**src/dcache_pkg.sv**
```systemverilog
package dcache_pkg;

    localparam int SET_COUNT = 16;
    localparam int WAYS = 2;

    typedef logic [24:0] tag_t;
    typedef logic [3:0]  index_t;
    typedef logic [2:0]  offset_t;
    typedef logic [31:0] addr_t;
    typedef logic [31:0] word_t;
    typedef logic [63:0] line_t;
    // zero means no transaction
    typedef logic [3:0]  mem_tag_t;
    typedef logic [7:0]  req_id_t;

    typedef enum logic [1:0] {BYTE, HALF, WORD} mem_size_t;
    typedef enum logic [1:0] {BUS_NONE, BUS_LOAD, BUS_STORE} bus_cmd_t;
    typedef enum logic [1:0] {INVALID, WAITING, READY} mshr_state_t;

    typedef struct packed {
        logic      valid;
        logic      store;
        mem_size_t size;
        addr_t     addr;
        word_t     value;
        req_id_t   id;
    } lsq_req_t;

    typedef struct packed {
        logic    valid;
        logic    store;
        addr_t   addr;
        word_t   value;
        req_id_t id;
    } lsq_resp_t;

    typedef struct packed {
        bus_cmd_t command;
        addr_t    addr;
        line_t    data;
    } mem_req_t;

    typedef struct packed {
        mem_tag_t response;
        mem_tag_t tag;
        line_t    data;
    } mem_resp_t;

    // miss table to array, one line install per cycle
    typedef struct packed {
        logic      valid;
        addr_t     addr;
        mem_size_t size;
        logic      store;
        word_t     value;
        line_t     data;
    } refill_t;

    typedef struct packed {
        logic  valid;
        addr_t addr;
        line_t data;
    } victim_t;

    function automatic line_t merge_store(line_t line, offset_t offset, mem_size_t size,
                                          word_t value);
        line_t mask;
        line_t data;
        case (size)
            BYTE:    mask = line_t'(8'hff);
            HALF:    mask = line_t'(16'hffff);
            default: mask = line_t'(32'hffff_ffff);
        endcase
        mask = mask << {offset, 3'b000};
        data = line_t'(value) << {offset, 3'b000};
        return (line & ~mask) | (data & mask);
    endfunction

    function automatic word_t extract_load(line_t line, offset_t offset, mem_size_t size);
        line_t shifted;
        word_t result;
        shifted = line >> {offset, 3'b000};
        case (size)
            BYTE:    result = word_t'(shifted[7:0]);
            HALF:    result = word_t'(shifted[15:0]);
            default: result = shifted[31:0];
        endcase
        return result;
    endfunction

endpackage
```
**src/mshr_file.sv**
```systemverilog
module mshr_file #(
    parameter int MSHR_COUNT = 4
) (
    input  logic                  clock,
    input  logic                  reset,
    input  dcache_pkg::lsq_req_t  lsq_req,
    input  logic                  miss,
    input  dcache_pkg::mem_resp_t mem_resp,
    output dcache_pkg::refill_t   refill,
    output dcache_pkg::lsq_resp_t replay_resp,
    output logic                  full
);
    import dcache_pkg::*;

    mshr_state_t state_q [MSHR_COUNT];
    lsq_req_t    req_q   [MSHR_COUNT];
    mem_tag_t    mtag_q  [MSHR_COUNT];
    line_t       line_q  [MSHR_COUNT];

    logic                  alloc_en;
    logic [MSHR_COUNT-1:0] free;
    logic [MSHR_COUNT-1:0] match;
    logic [MSHR_COUNT-1:0] ready;
    logic [MSHR_COUNT-1:0] alloc_grant;
    logic [MSHR_COUNT-1:0] fill_grant;
    logic [MSHR_COUNT-1:0] replay_grant;

    // isolate the lowest set bit
    function automatic logic [MSHR_COUNT-1:0] lowest_one(logic [MSHR_COUNT-1:0] bits);
        return bits & (~bits + MSHR_COUNT'(1));
    endfunction

    always_comb begin
        for (int i = 0; i < MSHR_COUNT; i++) begin
            free[i] = (state_q[i] == INVALID);
            ready[i] = (state_q[i] == READY);
            match[i] = (state_q[i] == WAITING) && (mem_resp.tag != '0)
                       && (mtag_q[i] == mem_resp.tag);
        end
    end

    assign alloc_en = lsq_req.valid && miss;
    assign alloc_grant = lowest_one(free) & {MSHR_COUNT{alloc_en}};
    assign fill_grant = lowest_one(match);
    assign replay_grant = lowest_one(ready);
    assign full = ~|free;

    always_comb begin
        refill = '0;
        for (int i = 0; i < MSHR_COUNT; i++) begin
            if (fill_grant[i]) begin
                refill.valid = 1'b1;
                refill.addr = req_q[i].addr;
                refill.size = req_q[i].size;
                refill.store = req_q[i].store;
                refill.value = req_q[i].value;
                refill.data = mem_resp.data;
            end
        end
    end

    // stores replay with zero
    always_comb begin
        replay_resp = '0;
        for (int i = 0; i < MSHR_COUNT; i++) begin
            if (replay_grant[i]) begin
                replay_resp.valid = 1'b1;
                replay_resp.store = req_q[i].store;
                replay_resp.addr = req_q[i].addr;
                replay_resp.id = req_q[i].id;
                if (!req_q[i].store) begin
                    replay_resp.value = extract_load(line_q[i], req_q[i].addr[2:0],
                                                     req_q[i].size);
                end
            end
        end
    end

    always_ff @(posedge clock) begin
        if (reset) begin
            for (int i = 0; i < MSHR_COUNT; i++) begin
                state_q[i] <= INVALID;
            end
        end else begin
            for (int i = 0; i < MSHR_COUNT; i++) begin
                case (state_q[i])
                    INVALID: begin
                        if (alloc_grant[i]) begin
                            state_q[i] <= WAITING;
                        end
                    end
                    WAITING: begin
                        if (fill_grant[i]) begin
                            state_q[i] <= READY;
                        end
                    end
                    READY: begin
                        if (replay_grant[i]) begin
                            state_q[i] <= INVALID;
                        end
                    end
                    default: state_q[i] <= INVALID;
                endcase
            end
        end
    end

    // tag granted by memory in the miss cycle
    always_ff @(posedge clock) begin
        for (int i = 0; i < MSHR_COUNT; i++) begin
            if (alloc_grant[i]) begin
                req_q[i] <= lsq_req;
                mtag_q[i] <= mem_resp.response;
            end
            if (fill_grant[i]) begin
                line_q[i] <= mem_resp.data;
            end
        end
    end

endmodule

```
**config.mk**
```make
export PLATFORM = sky130hd
export DESIGN_NAME = mshr_file
export DESIGN_NICKNAME = d
export VERILOG_FILES = /design/src/dcache_pkg.sv /design/src/mshr_file.sv
export SDC_FILE = /design/constraint.sdc
export NUM_CORES = 1
export LEC_CHECK = 0
export BUFFER_PORTS_ARGS = -buffer_cell sky130_fd_sc_hd__buf_4
export CORE_MARGIN = 1
export CORE_UTILIZATION = 40
export DETAILED_ROUTE_END_ITERATION = 8
export GPL_TIMING_DRIVEN = 0
export MAX_ROUTING_LAYER = met4
export PLACE_DENSITY = 0.61
export SLEW_MARGIN = 25
export SYNTH_ARGS = -nofsm -noshare
export SYNTH_HDL_FRONTEND = slang
export SYNTH_SLANG_ARGS = --single-unit
```
**constraint.sdc**
```tcl
create_clock -name clock -period 12.6 [get_ports clock]
set_input_delay 2.52 -clock clock [delete_from_list [all_inputs] [get_ports clock]]
set_output_delay 2.52 -clock clock [all_outputs]
set_load 0.01 [all_outputs]
```
# --- After elaboration in Yosys (flattened, before gate mapping) ---
# Memory sizes are Yosys's and may differ from the RTL's.
# Cells that the tools add are included.
word_totals:
  latchBits: 0
  input_bits: 151
  rom_bits: 0
  ff_bits: 0
  n_memories: 4
  ram_bits: 584
mem_list:
  columns: ["name", "depth", "word_bits", "read_ports", "rd_ports_with_merged_regs", "wr", "line_no", "rtl"]
  rows:
  - ["req_q", 4, 76, 4, 0, 1, "mshr_file.sv:16", "lsq_req_t req_q [MSHR_COUNT];"]
  - ["line_q", 4, 64, 4, 0, 1, "mshr_file.sv:18", "line_t line_q [MSHR_COUNT];"]
  - ["mtag_q", 4, 4, 4, 0, 1, "mshr_file.sv:17", "mem_tag_t mtag_q [MSHR_COUNT];"]
  - ["state_q", 4, 2, 4, 0, 4, "mshr_file.sv:15", "mshr_state_t state_q [MSHR_COUNT];"]
op_classes:
  n_reduce_logical: 33
  muxes: 129
  shifts: 4
  n_addsub: 3
  eq_ne: 16
  div_mod_pow: 0
  magnitude_cmp: 0
  multipliers: 0
  bitwise: 23
op_table:
  columns: ["op", "count"]
  rows:
  - ["132-bit two-way mux", 4]
  - ["74-bit two-way mux", 4]
  - ["32-bit one-hot mux with 2 select lines", 4]
  - ["64-bit by 6-bit right shift with 32-bit output", 4]
  - ["76-bit two-way mux", 3]
  - ["76-bit OR reduction", 3]
  - ["64-bit two-way mux", 3]
  - ["64-bit OR reduction", 3]
  - ["32-bit two-way mux", 4]
  - ["1-bit two-way mux", 79]
  - ["2-bit two-way mux", 25]
  - ["4-bit AND", 4]
  - ["2-bit by 1-bit equality test with 1-bit output, second input constant", 8]
  - ["4-bit equality test", 4]
  - ["2-bit logical NOT", 8]
  - ["1-bit OR", 16]
  - ["4-bit OR reduction", 4]
  - ["4-bit by 1-bit adder with 4-bit output, second input constant", 3]
  - ["4-bit two-way mux", 3]
  - ["4-bit NOT", 3]
  - ["3-bit OR reduction", 4]
  - ["1-bit logical AND", 9]
  - ["2-bit equality test, second input constant", 4]
  - ["4-bit nonzero test", 1]
  - ["1-bit logical NOT", 1]

# --- Longest topological paths before layout ---
depth:
  depth_word: 13
  ltp_mapped: 9
  ltp_nobuf: 6

# --- Worst setup path after synthesis ---
# OpenSTA, ideal clock, no wires.
synth_timing:
  path_type: "input -> register"
  startpoint: "input miss"
  endpoint: "memory mtag_q[2][0] (netlist name) (enable)"
  t_arrival_ns: 10.254
  cell_stages: 2
  t_required_ns: 11.884
  setup_slack_ns: 1.630
  path_cell_list: "o211ai_1 > nor4_1"
synth_via:
  elab_cells_between_ends: 19
synth_rtl:
  columns: ["element", "line_no", "rtl"]
  rows:
  - ["start: declaration", "mshr_file.sv:7", "input logic miss,"]
  - ["1-bit logical AND *", "mshr_file.sv:42", "assign alloc_en = lsq_req.valid && miss;"]
  - ["4-bit AND *", "mshr_file.sv:43", "assign alloc_grant = lowest_one(free) & {MSHR_COUNT{alloc_en}};"]
  - ["named net alloc_grant[2]", "mshr_file.sv:24", "logic [MSHR_COUNT-1:0] alloc_grant;"]
  - ["1-bit two-way mux *", "mshr_file.sv:111", "if (alloc_grant[i]) begin"]
  - ["1-bit two-way mux (implied by the code) *", "mshr_file.sv:113", "mtag_q[i] <= mem_resp.response;"]
  - ["4-bit OR reduction (no source line)", null, null]
  - ["2-bit two-way mux (no source line) / 1-bit two-way mux (equally long branches) (2 in series)", null, null]
  - ["end: declaration", "mshr_file.sv:17", null]
# Mark *: on every way through the listed nets, which the timed path passes. The rest lies on a longest branch.

==> results.md <==
* R2R Setup Slk at 9.45 ns
* Tcrit/Tclk final at 59.83%
* Num CTS Buffers at 68
* CP startpoint: mem_resp[66]
* Area of the core at 69910 sq um
* 1st-iter DRT viols at 3146
* GP Congestion at 1.017
* Initial antenna violation count at 9
* Worst setup EP type: primary output
* Via count at 22139
* VDD IR max at 0.1194 mV
* Final Hold Viols at 0
* Origin of the critical flop-to-flop path: state_q[0][1]
* Critical path class: in -> out
* Clk buf depth at 3
* Skew final at 0.01737 ns
* Die W at 267.8 um
* Routed wire length at 116.3 mm
* Synth top area share at 61.64%
* Pre-CTS setup slack at 5.035 ns
* Area Growth Syn to Fin at 23.36%
* Final Non-Filler Cells at 3543
* Largest net degree at the start of global routing at 61
* Slew @ Worst Pin at 1.221 ns
* # IOs at 358
* Fmax at 132.6 MHz
* Critical Path RT at 10.08 ns
* Worst Slack Setup Final at 5.061 ns
* Yosys top cell by area: edfxtp_1
* Ys flop type: edfxtp_1
* Vias in the first global route at 22049
* Crit-path max FO at 10
* CP Capture Point: refill[39]
* Multi-input gate area at 9727 sq um
* Synthesized area per cell at 13.75 sq um
* Dpl cells at 3408
* Maxcap violations at 0
* Post-CTS Hold Buffers at 0
* Seq/Total Area, Yosys at 61.64%
* Initial core utilization at 40.42%
* Mapped cell area at 28250 sq um
* Cells after Synth at 2055
* DIE AREA at 71700 sq um
* FILL cells at 6171
* CTS H-tree depth at 3
* Gr ovfl total at 0
* # resized after CTS at 0
* Syn. warnings at 0
* Port buffer count at 354
* Layout cell share with drive strength beyond 1 at 29.05%
* Die Y-Extent at 267.8 um
* Crit start category: primary input
* Reg-to-reg endpoint: req_q[3][23]
* # clock sinks at 580
* Clk root buf: clkbuf_16
* Failing checks: DRC
* Dominant cells by area after synthesis: edfxtp_1, mux4_2, mux2i_1, o221ai_1, and2_1
* Initial DRT Pass Iterations at 9
* Share of flip-flops with an asynchronous set or reset at 0%
* Endpoints failing setup at 0
* All-layer global routing usage at 32.92%
* Final core utilization at 49.86%
* Via density at 6.249
* Pwr dens at 130.5 nW/um^2
* CTS tree: done
* Post-synth EDFFs at 580
* Cell Rows at 97
* Drc violations at 35
* Minimum clock period at 7.539 ns
* Per-cell routed wire length at 32.82 um
* Worst-path clk slew at 0.06 ns
* Total power draw at 4548 uW
* Unique cell type count in the Yosys netlist at 59
* Post-CTS setup buffer count at 0
* First-pass GRT wire length at 159.4 mm
* Min-delay worst type: reg -> reg
* Headroom to the max-slew limit at 18.47%
* Worst Reg-to-Reg Cells at 10
* Synth Net Count at 2206
* Post-synth top cells: edfxtp_1, nor2_1, mux2i_1
* FF+latch count, synth at 580
* FF+latch area at 17420 sq um
* RSZ-0062 raised after global routing: false
* Arr. time, crit path at 5.02 ns
* Worst-Skew Late Latency at 0.62 ns
* Status: finished, violations left
* Max Slew Vio Count at 0
* Pleak at 0.01296 uW
* Top-count cell post-synth: edfxtp_1
* Final HPWL DP at 80.22 mm
* Final ANT Viol Nets at 0
* Nets at 2689
## placed cells by master (no fill, tap or decap), drive strengths merged, types with 38 or more instances in the layout
| master | instances |
|---|---|
| mux4 | 89 |
| a21oi | 100 |
| a211oi | 47 |
| edfxtp | 580 |
| and2 | 81 |
| mux2i | 123 |
| nor2 | 134 |
| o221ai | 60 |
| mux2 | 38 |
| nand2 | 89 |
| inv | 86 |
| a31oi | 62 |
| clkbuf | 171 |
| buf | 502 |
| o21ai | 38 |
| and3 | 74 |
| a222oi | 41 |
## layer usage
metal | wire length (um) | vias to the layer above | global-route usage (%)
li1 | - | 9173 | -
met1 | 42310 | 11120 | 38.88
met2 | 54110 | 1528 | 51.25
met3 | 13710 | 318 | 9.906
met4 | 6143 | 0 | 16.26
met5 | 0 | - | -
## cell type report
| class | instances | share of cell area [%] |
|---|---|---|
| timing repair buffer | 413 | 9.072 |
| inverter | 81 | 0.9011 |
| antenna | 11 | 0.07898 |
| sequential | 580 | 49.97 |
| multi-input combinational | 1219 | 27.91 |
| clock inverter | 39 | 0.9657 |
| buffer | 175 | 2.481 |
| tap | 940 | 3.375 |
| clock buffer | 85 | 5.248 |
## stage by stage
stage                     setup TNS, ns  hold WS [ns]  area [sq um]
after CTS                             0        0.7480         34820
after floorplan                       0        0.6413         28250
final                                 0        0.7614         34850
after global placement          -982.39        0.7034         32090
after detailed placement              0        0.7384         32660
after global routing                  0        0.7666         34840
## power breakdown
group	internal (uW)	leakage [uW]	total (uW)	switching [uW]
registers	2160	0.00526	2180	17.7
clock network	1110	0.00104	1940	829
logic	164	0.00666	430	265
total	3440	0.0130	4550	1110
## critical path: stages
cell,delay [ns]
buf_2,0.16
xor2_1,0.20
nor4_4,0.48
nand2_2,0.32
nand4_1,0.23
buf_4,0.31
buf_4,0.40
and2_1,0.21
buf_4,0.15
## state kept, by name (all words and copies together), names as in the netlist
signal / cells
req_q: 300
state_q: 8
mtag_q: 16
line_q: 256
## how the worst min path moves through the flow
stage / start / to / slack, ns / depth (start not counted)
3_3_place_gp: state_q[0][0] / state_q[0][0] / 0.70 / 1
4_1_cts: state_q[0][0] / state_q[0][0] / 0.75 / 1
2_1_floorplan: state_q[0][0] / state_q[0][0] / 0.64 / 1
5_1_grt: state_q[0][0] / state_q[0][0] / 0.77 / 1
6_report: state_q[0][0] / state_q[0][0] / 0.76 / 1
3_5_place_dp: state_q[0][0] / state_q[0][0] / 0.74 / 1
## cells by family after synthesis
| kind of cell | after synthesis | share of synthesized area (%) |
|---|---|---|
| flops | 580 | 61.64 |
| xor+xnor | 10 | 0.3100 |
| mux | 250 | 12.97 |
| buf+inv | 256 | 4.087 |
| compound gates | 480 | 12.06 |
| simple gates | 479 | 8.932 |
(Power assumes the default switching activity.)
