==> config.mk <==
export PLATFORM = sky130hd
export DESIGN_NAME = mem_port
export DESIGN_NICKNAME = d
export VERILOG_FILES = /design/src/dcache_pkg.sv /design/src/mem_port.sv
export SDC_FILE = /design/constraint.sdc
export NUM_CORES = 1
export LEC_CHECK = 0
export BUFFER_PORTS_ARGS = -buffer_cell sky130_fd_sc_hd__clkbuf_2
export CORE_AREA = 2 2 106 108
export DETAILED_ROUTE_END_ITERATION = 8
export DIE_AREA = 0 0 108 110
export MAX_ROUTING_LAYER = met4
export PLACE_DENSITY_LB_ADDON = 0.2
export SYNTH_ARGS = -nofsm -noshare
export SYNTH_HDL_FRONTEND = slang
export SYNTH_SLANG_ARGS = --single-unit
export TNS_END_PERCENT = 20
==> constraint.sdc <==
create_clock -name clock -period 2.2 [get_ports clock]
set_input_delay 0.44 -clock clock [delete_from_list [all_inputs] [get_ports clock]]
set_output_delay 0.44 -clock clock [all_outputs]
set_load 0.005 [all_outputs]
==> src/dcache_pkg.sv <==
package dcache_pkg;

    localparam int SET_COUNT = 16;
    localparam int WAYS = 2;

    typedef logic [24:0] tag_t;
    typedef logic [3:0]  index_t;
    typedef logic [2:0]  offset_t;
    typedef logic [31:0] addr_t;
    typedef logic [31:0] word_t;
    typedef logic [63:0] line_t;
    // zero means no transaction
    typedef logic [3:0]  mem_tag_t;
    typedef logic [7:0]  req_id_t;

    typedef enum logic [1:0] {BYTE, HALF, WORD} mem_size_t;
    typedef enum logic [1:0] {BUS_NONE, BUS_LOAD, BUS_STORE} bus_cmd_t;
    typedef enum logic [1:0] {INVALID, WAITING, READY} mshr_state_t;

    typedef struct packed {
        logic      valid;
        logic      store;
        mem_size_t size;
        addr_t     addr;
        word_t     value;
        req_id_t   id;
    } lsq_req_t;

    typedef struct packed {
        logic    valid;
        logic    store;
        addr_t   addr;
        word_t   value;
        req_id_t id;
    } lsq_resp_t;

    typedef struct packed {
        bus_cmd_t command;
        addr_t    addr;
        line_t    data;
    } mem_req_t;

    typedef struct packed {
        mem_tag_t response;
        mem_tag_t tag;
        line_t    data;
    } mem_resp_t;

    // miss table to array, one line install per cycle
    typedef struct packed {
        logic      valid;
        addr_t     addr;
        mem_size_t size;
        logic      store;
        word_t     value;
        line_t     data;
    } refill_t;

    typedef struct packed {
        logic  valid;
        addr_t addr;
        line_t data;
    } victim_t;

    function automatic line_t merge_store(line_t line, offset_t offset, mem_size_t size,
                                          word_t value);
        line_t mask;
        line_t data;
        case (size)
            BYTE:    mask = line_t'(8'hff);
            HALF:    mask = line_t'(16'hffff);
            default: mask = line_t'(32'hffff_ffff);
        endcase
        mask = mask << {offset, 3'b000};
        data = line_t'(value) << {offset, 3'b000};
        return (line & ~mask) | (data & mask);
    endfunction

    function automatic word_t extract_load(line_t line, offset_t offset, mem_size_t size);
        line_t shifted;
        word_t result;
        shifted = line >> {offset, 3'b000};
        case (size)
            BYTE:    result = word_t'(shifted[7:0]);
            HALF:    result = word_t'(shifted[15:0]);
            default: result = shifted[31:0];
        endcase
        return result;
    endfunction

endpackage
==> src/mem_port.sv <==
module mem_port (
    input  logic                 clock,
    input  logic                 reset,
    input  dcache_pkg::lsq_req_t lsq_req,
    input  logic                 miss,
    input  dcache_pkg::victim_t  victim,
    output dcache_pkg::mem_req_t mem_req,
    output logic                 pending
);
    import dcache_pkg::*;

    logic  load_now;
    logic  pend_valid_q;
    addr_t pend_addr_q;
    line_t pend_data_q;

    assign load_now = lsq_req.valid && miss;

    // line loads go first, writeback waits for an idle bus
    always_comb begin
        mem_req.command = BUS_NONE;
        mem_req.addr = '0;
        mem_req.data = '0;
        if (load_now) begin
            mem_req.command = BUS_LOAD;
            mem_req.addr = {lsq_req.addr[31:3], offset_t'(0)};
        end else if (pend_valid_q) begin
            mem_req.command = BUS_STORE;
            mem_req.addr = pend_addr_q;
            mem_req.data = pend_data_q;
        end
    end

    // a new victim may replace one leaving on the bus this cycle
    always_ff @(posedge clock) begin
        if (reset) begin
            pend_valid_q <= 1'b0;
        end else if (victim.valid) begin
            pend_valid_q <= 1'b1;
        end else if (!load_now) begin
            pend_valid_q <= 1'b0;
        end
    end

    always_ff @(posedge clock) begin
        if (victim.valid) begin
            pend_addr_q <= victim.addr;
            pend_data_q <= victim.data;
        end
    end

    assign pending = pend_valid_q;

endmodule

# Yosys cells after proc, flatten, opt, wreduce, memory -nomap -nowiden
# Index checks and enable logic that the tools add are counted.
[word_totals]
regBits = 97
inputBits = 176
output_inout_bits = 99
wordCells = 10
[classes]
n_eq_ne = 1
mux = 5
n_reduce_logical = 1
[ops]
columns = ["operator", "n"]
rows = [
  ["$mux W98", 1],
  ["$mux W64", 1],
  ["$mux W34", 1],
  ["$mux W1", 2],
  ["$ne A2 B2 Y1 const B", 1],
  ["$logic_and A1 B1 Y1", 1],
]

# Longest topological paths before layout
# Gate-level depths: netlist of run 1.
[depth]
word_depth = 3
mapped_depth = 4
ltp_nobuf = 2

# Worst setup path before layout of run 1
# Ideal clock, no wire load.
[synth_path]
kind = "input port to output port"
startpoint = "in lsq_req[75] in the netlist's numbering"
endpoint = "out mem_req[34] in the netlist's numbering"
arrival_ns = 1.031
required_ns = 1.760
path_slack_ns = 0.729
path_stages = 4
n_path_buf = 2
path_cell_list = "a21boi_2 -> buf_4 -> buf_4 -> and2_1"
[synth_rtl]
columns = ["item", "line_no", "rtl"]
rows = [
  ["from (decl)", "mem_port.sv:4", "input dcache_pkg::lsq_req_t lsq_req,"],
  ["to (decl)", "mem_port.sv:7", "output dcache_pkg::mem_req_t mem_req,"],
]

==> flow_summary_export.csv, run 1 <==
group,metric,value,unit
clocking,post_cts_buffers,0,
global_route,grt_pass1_vias,2658,
critical_path,reg2reg_depth,3,
logic_synthesis,ys_ff_latch,97,
logic_synthesis,yosys.area.top_type,"edfxtp_1",
logic_synthesis,synth_fp_nets,451,
critical_path,critPathRequiredTime,1.76,ns
critical_path,startpoint,"pending",
clocking,cts_inserted_buffers,9,
sta,finalSetupViolations,0,
power_and_ir_drop,ir_worst_vdd,423.0,uV
power_and_ir_drop,p_sw_share,22.06,%
placement,hpwl,6.308,mm
floorplanning,row_count,38,
power_and_ir_drop,power_frac_seq,61.9,%
critical_path,r2r_slack,1.26,ns
sta,fin_skew,0,ns
sta,final-max-slew-violation-count,0,
layout,nNetsFinal,677,
detailed_routing,drt_iter0_markers,178,
sta,max_slew_margin,76.46,%
logic_synthesis,syn_area,3844,um2
power_and_ir_drop,p_leak,2.383,nW
sta,fmax,0.5238,GHz
logic_synthesis,synthTopCellsByArea,"edfxtp_1 (75%), and2_1 (11%), nand3_1 (3.8%), o21ai_1 (3.8%), nand2_1 (2.8%)",
power_and_ir_drop,p_per_area,675.6,nW/um2
logic_synthesis,synthCells,275,
floorplanning,die_w,108,um
power_and_ir_drop,pwr-share-comb,11.2,%
layout,drive_above_1_share,49.01,%
global_route,antenna_found_initial,0,
detailed_routing,wirelength,8.541,mm
floorplanning,start_util,35.93,%
sta,finalHoldViolations,0,
global_route,grt_pass1_wl,12.44,mm
hold_path,min-delay-start,"reset",
critical_path,cp-end-kind,"primary output",
hold_path,holdPathEnd,"pending",
critical_path,cp-start-kind,"flip-flop",
floorplanning,fp.dieH,110,um
critical_path,crit_type,"flip-flop to primary output",
logic_synthesis,yosysUniqueCellTypes,12,
detailed_routing,vias,2858,
logic_synthesis,syn_avg_cell_area,13.98,um2
power_and_ir_drop,internal_power,2.794,mW
clocking,cts_sinks,97,
sta,rsz0062_at_grt,"false",
critical_path,r2r_end,"pending",
global_route,grt_max_degree,69,
clocking,clock-root-buffer,"clkbuf_8",
clocking,cts_tree,"done",
logic_synthesis,synth-edff-count,96,
clocking,clk_pin_slew,0.09,ns
logic_synthesis,ys_warn_count,0,
detailed_routing,ant_nets,0,
hold_path,min_path_type,"primary input to flip-flop",
global_route,gr-total-overflow,0,
critical_path,cp_slowest_cell,"dfxtp_1",
floorplanning,floorplan.core_area,10700,um2
floorplanning,io_pins,275,
critical_path,critPathMaxFanout,68,
clocking,cts_buffer_depth,2,
detailed_routing,post_drt_wl_per_cell,13.22,um
layout,areaGrowthSynthToFinish,38.05,%
clocking,cts_resized,0,
power_and_ir_drop,clock_power_share,26.8,%
placement,gp_routability_congestion,0.7563,
clocking,cts_hold_buf,0,
power_and_ir_drop,p_total,3.585,mW
hold_path,min_path_cells,2,
critical_path,r2r_start,"pending",
critical_path,path_cells,"a21boi_4, buf_12, and2_1, clkbuf_2",
logic_synthesis,synth_most_common_cell,"edfxtp_1",
sta,min_period,1.909,ns
logic_synthesis,synth_ff_type,"edfxtp_1",
clocking,cts.htree.levels,3,
placement,io_buffer_count,228,
clocking,clock_latency,0.35,ns
logic_synthesis,synth_top_area_share,75.00,%
job,drv_cap,0,
sta,worst_pin_slew,0.3531,ns
layout,antenna-diode-count,0,
global_route,grt_usage,14.17,%
detailed_routing,dr.pass1.iters,5,
logic_synthesis,synthTopCellsByCount,"edfxtp_1 (96), and2_1 (68), nand2_1 (29), nand3_1 (29), o21ai_1 (29)",
detailed_routing,drc,0,
critical_path,crit_path_max_incr_delay,0.34,ns
power_and_ir_drop,switchingPower,0.7908,mW
logic_synthesis,async_reset_ff_share,0,%
floorplanning,die_area,11880,um2
outcome,outcome,"completed",
logic_synthesis,synth-seq-area-share,75.52,%
sta,fin_crit_sh,86.79,%
critical_path,crit_arrival,1.47,ns
detailed_routing,viasPerCell,4.424,
sta,finalSetupTns,0,ns
[per-stage QoR]
step,std cells,setup WS [ns],cell area [um2],hold slack (ns),util (%)
floorplan,275,0.7294,3844,0.5124,-
global placement,630,0.4429,5152,0.6103,48.16
detailed placement,630,0.4446,5152,0.6086,48.16
CTS,646,0.2479,5306,0.2225,49.60
global route,646,0.1646,5306,0.2233,49.60
finish,646,0.2907,5306,0.2499,49.60
[critical path, delay by kind of cell, from the launching register on]
kind	cells	cell delay, ns
flip-flops	1	0.34
AO/OA/AOI/OAI	1	0.20
buffers and inverters	2	0.35
AND/OR/NAND/NOR	1	0.19
[area by class of cell]
cell class                 instances  area (um2)
sequential                        97        2903
fill                             984        5391
timing repair buffer             235        1221
multi-input combinational        158       853.3
clock inverter                     5       22.52
clock buffer                      11       131.4
tap                              140       175.2
[how the worst max path moves through the flow]
stage             endpoint  slack (ns)  cells past startpoint
4_1_cts         mem_req[2]        0.25                      4
5_1_grt         mem_req[2]        0.16                      4
3_3_place_gp    mem_req[2]        0.44                      5
6_report        mem_req[2]        0.29                      4
3_5_place_dp    mem_req[2]        0.44                      5
2_1_floorplan  mem_req[34]        0.73                      4
[logic make-up after synthesis]
group / synth area share [%]
compound gates: 4.232
buf+inv: 2.474
flops: 75.52
simple gates: 17.77
[state kept, by name, indices dropped and copies added, names as in the netlist]
name	count
pend_addr_q	32
pending	1
pend_data_q	64
[power by group through the flow]
stage / sequential (mW) / combinational [mW] / clock, mW
2_1_floorplan: 2.25 / 0.142 / 0
3_3_place_gp: 2.26 / 0.403 / 0
3_5_place_dp: 2.26 / 0.409 / 0
4_1_cts: 2.22 / 0.411 / 1.00
5_1_grt: 2.24 / 0.454 / 1.07
6_report: 2.22 / 0.403 / 0.962
[placed cells by master (no fill, tap or decap)]
cell and n:
clkbuf_8 9, clkbuf_1 2, edfxtp_1 96, o21ai_1 29, dfxtp_1 1, a21boi_4 1
nor2_1 1, nand2_1 29, clkbuf_2 227, nand3_1 29, clkinv_1 2, buf_12 2
buf_4 6, and2_1 68, a31oi_1 1, clkinv_2 3
[per-layer routing]
metal / wire, um / track usage, %
met1: 3458 / 16.13
met4: 124 / 5.220
met2: 4004 / 22.82
met5: 0 / -
met3: 953 / 5.585
No activity file was read; power rests on OpenSTA's default activity.
==> inputs of run 2 (changes only) <==
--- a/config.mk
+++ b/config.mk
@@ -10,7 +10,7 @@
 export DETAILED_ROUTE_END_ITERATION = 8
 export DIE_AREA = 0 0 108 110
 export MAX_ROUTING_LAYER = met4
-export PLACE_DENSITY_LB_ADDON = 0.2
+export PLACE_DENSITY_LB_ADDON = 0.25
 export SYNTH_ARGS = -nofsm -noshare
 export SYNTH_HDL_FRONTEND = slang
 export SYNTH_SLANG_ARGS = --single-unit
==> run 2 against run 1 <==
Effect of this change:
- core utilization grew 0.27 points
- hold slack is essentially flat
- cell count grew 0.31%
- clock power grew 11%
- critical path depth is the same
- combinational power is essentially flat
- critical path type unchanged
==> flow_summary_export.csv, run 2 (synthesis gave the netlist of run 1 again) <==
group,metric,value,unit
outcome,outcome,"completed",
clocking,cts_inserted_buffers,9,
detailed_routing,post_drt_wl_per_cell,13.75,um
clocking,cts_hold_buf,0,
critical_path,endpoint,"mem_req[28]",
floorplanning,fp.dieH,110,um
hold_path,min_path_type,"primary input to flip-flop",
floorplanning,start_util,35.93,%
floorplanning,die_w,108,um
critical_path,r2r_end,"pending",
clocking,clock-root-buffer,"clkbuf_8",
critical_path,path_buf_inv,2,
power_and_ir_drop,p_total,3.700,mW
critical_path,reg2reg_depth,3,
global_route,grt_pass1_vias,2648,
critical_path,startpoint,"pending",
floorplanning,floorplan.core_area,10700,um2
layout,largest-register,"pend_data_q",
sta,finalSetupTns,0,ns
clocking,cts_tree,"done",
global_route,grt_max_degree,69,
job,drv_cap,0,
global_route,gr-total-overflow,0,
floorplanning,row_count,38,
sta,fin_crit_sh,86.34,%
global_route,antenna_found_initial,2,
detailed_routing,dr.pass1.iters,4,
detailed_routing,vias,2879,
clocking,cts_sinks,97,
sta,worst_pin_slew,0.4394,ns
clocking,clk_pin_slew,0.08,ns
critical_path,crit_path_max_incr_delay,0.35,ns
layout,drive_above_1_share,48.81,%
detailed_routing,drc,0,
global_route,grt_pass1_wl,12.81,mm
clocking,cts_resized,0,
critical_path,cp-start-kind,"flip-flop",
sta,finalHoldViolations,0,
critical_path,path_depth,4,
power_and_ir_drop,p_leak,2.390,nW
global_route,grt_usage,14.92,%
critical_path,path_cells,"a21boi_4, buf_12, and2_1, clkbuf_2",
layout,areaGrowthSynthToFinish,38.80,%
detailed_routing,ant_nets,0,
critical_path,crit_arrival,1.46,ns
placement,io_buffer_count,228,
placement,placed_cell_area,5152,um2
critical_path,r2r_slack,1.27,ns
layout,largest_register_ffs,64,
critical_path,r2r_start,"pending",
floorplanning,die_area,11880,um2
layout,fin_util,49.87,%
detailed_routing,drt_iter0_markers,120,
clocking,clock_latency,0.34,ns
sta,finalSetupViolations,0,
clocking,post_cts_buffers,0,
critical_path,crit_family,"flip-flops",
layout,nNetsFinal,677,
layout,final_common_cell,"clkbuf_2",
critical_path,cp_slowest_cell,"dfxtp_1",
detailed_routing,wirelength,8.907,mm
layout,final_cell_mix,"clkbuf_2 (227), edfxtp_1 (96), and2_1 (68)",
placement,hpwl,6.624,mm
critical_path,cp-end-kind,"primary output",
detailed_routing,viasPerCell,4.443,
floorplanning,io_pins,275,
layout,stdcell_area,5335,um2
critical_path,critPathMaxFanout,68,
power_and_ir_drop,p_per_area,693.5,nW/um2
sta,min_period,1.900,ns
sta,fin_skew,0,ns
sta,final-max-slew-violation-count,0,
sta,max_slew_margin,70.70,%
critical_path,critPathRequiredTime,1.76,ns
clocking,cts.htree.levels,3,
placement,gp_routability_congestion,0.7276,
power_and_ir_drop,ir_worst_vdd,426.2,uV
sta,fmax,0.5264,GHz
sta,rsz0062_at_grt,"false",
critical_path,crit_type,"flip-flop to primary output",
clocking,cts_buffer_depth,2,
## run 2: cell count changes in the layout (fill, tap and decap cells not counted), sizes merged
cell,previous run,this run
bufinv,0,1
diode,0,2
clkinv,5,4
## run 2: layout make-up
cell class,instances,area (um2)
multi-input cells,158,853.3
repair buffers,235,1221
well taps,140,175.2
diodes,2,5.005
clock buffers,11,131.4
fillers,991,5363
clock inverters,5,46.29
flip-flops and latches,97,2903
## run 2: worst min-delay path by stage
stage                          start  depth (start not counted)              end  slack [ns]
after floorplan                reset                          1          pending        0.51
after global placement     victim[5]                          1   pend_data_q[5]        0.62
after detailed placement       reset                          2          pending        0.61
after CTS                      reset                          2          pending        0.22
after global routing      victim[32]                          1  pend_data_q[32]        0.22
final                          reset                          2          pending        0.25
## run 2: report_power, final
group / total, mW / switching (mW) / internal (mW)
Combinational: 0.405 / 0.199 / 0.206
Sequential: 2.22 / 0.0310 / 2.19
Clock: 1.07 / 0.561 / 0.514
Total: 3.70 / 0.791 / 2.91
## run 2: per-stage QoR
stage                     hold WS, ns  worst slack, ns  std cells
after floorplan                0.5124           0.7294        275
after global placement         0.6164           0.4232        630
after detailed placement       0.6071           0.4164        630
after CTS                      0.2198           0.2390        646
after global routing           0.2248           0.1825        648
final                          0.2498           0.3004        648
## run 2: worst register-to-register path: cells and delay by family, from the launching register on
| family | cells | cell delay, ns |
|---|---|---|
| AO/OA/AOI/OAI | 1 | 0.12 |
| flip-flops | 1 | 0.35 |
| buffers and inverters | 1 | 0.30 |
| AND/OR/NAND/NOR | 1 | 0.10 |
## run 2: metal layers
| layer | wire length (um) | vias up | GRT usage [%] | share of wire (%) |
|---|---|---|---|---|
| met5 | 0 | - | - | 0 |
| met2 | 4112 | 161 | 22.91 | 46 |
| li1 | - | 1420 | - | - |
| met1 | 3662 | 1288 | 17.80 | 41 |
| met3 | 969 | 10 | 4.703 | 11 |
| met4 | 163 | 0 | 7.692 | 1.8 |
==> inputs of run 3 (changes only) <==
--- a/config.mk
+++ b/config.mk
@@ -6,11 +6,15 @@
 export NUM_CORES = 1
 export LEC_CHECK = 0
 export BUFFER_PORTS_ARGS = -buffer_cell sky130_fd_sc_hd__clkbuf_2
-export CORE_AREA = 2 2 106 108
+export CELL_PAD_IN_SITES_DETAIL_PLACEMENT = 1
+export CELL_PAD_IN_SITES_GLOBAL_PLACEMENT = 1
+export CORE_MARGIN = 2
+export CORE_UTILIZATION = 32
 export DETAILED_ROUTE_END_ITERATION = 8
-export DIE_AREA = 0 0 108 110
 export MAX_ROUTING_LAYER = met4
 export PLACE_DENSITY_LB_ADDON = 0.25
+export SKIP_LAST_GASP = 1
+export SLEW_MARGIN = 20
 export SYNTH_ARGS = -nofsm -noshare
 export SYNTH_HDL_FRONTEND = slang
 export SYNTH_SLANG_ARGS = --single-unit
==> run 3 against run 2 <==
Effect of this change:
- final area rose by 2.6%
- via count rose by 1.6%
- register-to-register slack barely moved
- largest cell class unchanged
==> flow_summary_export.csv, run 3 (synthesis gave the netlist of run 1 again) <==
group,metric,value,unit
placement,io_buffer_count,228,
floorplanning,row_count,40,
job,drv_cap,0,
layout,largest_register_ffs,64,
sta,finalHoldViolations,0,
clocking,cts_buffer_depth,2,
sta,final-max-slew-violation-count,0,
clocking,clock-root-buffer,"clkbuf_16",
detailed_routing,post_drt_wl_per_cell,14.86,um
detailed_routing,ant_nets,0,
global_route,grt_pass1_wl,14.66,mm
layout,final_cell_mix,"clkbuf_2 (227), edfxtp_1 (96), and2_1 (68)",
sta,rsz0062_at_grt,"false",
global_route,grt_pass1_vias,2881,
floorplanning,io_pins,275,
detailed_routing,dr.pass1.iters,4,
detailed_routing,wirelength,9.688,mm
layout,areaGrowthSynthToFinish,42.42,%
placement,pre_cts_slack,0.4431,ns
global_route,grt_usage,15.21,%
critical_path,r2r_start,"pending",
sta,fmax,0.5408,GHz
floorplanning,start_util,32.41,%
clocking,clock_latency,0.33,ns
placement,hpwl,7.276,mm
sta,finalSetupViolations,0,
outcome,outcome,"completed",
layout,final.fill_count,1342,
critical_path,r2r_end,"pending",
critical_path,path_cells,"a21boi_4, buf_12, and2_1, clkbuf_2",
placement,placed_cell_area,5174,um2
power_and_ir_drop,ir_worst_vdd,573.6,uV
clocking,cts_tree,"done",
hold_path,min_path_cells,2,
sta,fin_skew,0,ns
layout,drive_above_1_share,48.91,%
floorplanning,floorplan.core_area,11860,um2
critical_path,critPathRequiredTime,1.76,ns
clocking,post_cts_buffers,0,
critical_path,crit_type,"flip-flop to primary output",
floorplanning,die_w,113.6,um
clocking,clk_pin_slew,0.06,ns
global_route,gr-total-overflow,0,
global_route,grt_max_degree,69,
critical_path,crit_path_max_incr_delay,0.33,ns
detailed_routing,viasPerCell,4.488,
sta,finalSetupTns,0,ns
hold_path,holdPathEnd,"pending",
layout,nNetsFinal,677,
detailed_routing,vias,2926,
detailed_routing,drc,0,
power_and_ir_drop,p_leak,2.450,nW
clocking,cts.htree.levels,3,
critical_path,crit_family,"buffers and inverters",
critical_path,cp-end-kind,"primary output",
layout,stdcell_area,5474,um2
critical_path,r2r_slack,1.27,ns
clocking,cts_sinks,97,
layout,largest-register,"pend_data_q",
critical_path,crit_arrival,1.41,ns
placement,gp_routability_congestion,0.8013,
detailed_routing,drt_iter0_markers,78,
floorplanning,fp.dieH,113.6,um
sta,min_period,1.849,ns
hold_path,min-delay-start,"reset",
critical_path,critPathMaxFanout,68,
clocking,cts_hold_buf,0,
layout,final_common_cell,"clkbuf_2",
layout,antenna-diode-count,0,
layout,ff_latch_area,2903,um2
sta,max_slew_margin,77.50,%
sta,holdWs,0.2627,ns
clocking,cts_inserted_buffers,9,
hold_path,min_path_type,"primary input to flip-flop",
floorplanning,die_area,12900,um2
critical_path,cp-start-kind,"flip-flop",
global_route,antenna_found_initial,0,
sta,fin_crit_sh,84.05,%
critical_path,reg2reg_depth,3,
critical_path,cp_slowest_cell,"dfxtp_1",
critical_path,path_buf_inv,2,
layout,multi_input_area,853.3,um2
power_and_ir_drop,p_per_area,771.3,nW/um2
sta,final.setup.worst_slack,0.3510,ns
clocking,cts_resized,0,
sta,worst_pin_slew,0.3374,ns
==> run 3: metrics by stage <==
step                power [mW]  instances  util (%)
detailed placement       2.686        637     43.62
global route             4.399        652     46.15
finish                   4.222        652     46.15
CTS                      4.296        652     46.15
global placement         2.667        637     43.62
floorplan                2.395        275         -
==> run 3: final cells by class <==
cell class                      count  area share (%)
Clock buffer                       10           4.183
Clock inverter                      5           1.303
Multi-Input combinational cell    158           15.59
Sequential cell                    97           53.03
Tap cell                          147           3.360
Timing Repair Buffer              235           22.54
==> run 3: per-layer routing <==
| metal | up-vias | track usage (%) | wire [um] |
|---|---|---|---|
| met1 | 1341 | 17.24 | 3844 |
| met5 | - | - | 0 |
| met4 | 0 | 6.098 | 144 |
| li1 | 1420 | - | - |
| met3 | 12 | 4.782 | 977 |
| met2 | 153 | 25.19 | 4721 |
==> run 3: how the worst max path moves through the flow <==
| stage | startpoint | endpoint | slack, ns | cells after the start |
|---|---|---|---|---|
| floorplan | lsq_req[75] | mem_req[34] | 0.73 | 4 |
| global placement | lsq_req[75] | mem_req[73] | 0.47 | 5 |
| detailed placement | lsq_req[75] | mem_req[12] | 0.44 | 5 |
| CTS | pending | mem_req[12] | 0.30 | 4 |
| global route | pending | mem_req[12] | 0.23 | 4 |
| finish | pending | mem_req[12] | 0.35 | 4 |
==> run 3: worst register-to-register path, stage by stage, from the launching register on <==
cell     delay [ns]
dfxtp_1        0.33
buf_4          0.31
a31oi_1        0.13
nor2_1         0.10
==> run 3: power breakdown <==
group | switching (mW) | internal (mW) | leakage, nW
Combinational | 0.205 | 0.208 | 1.36
Sequential | 0.0303 | 2.19 | 0.948
Clock | 0.608 | 0.978 | 0.145
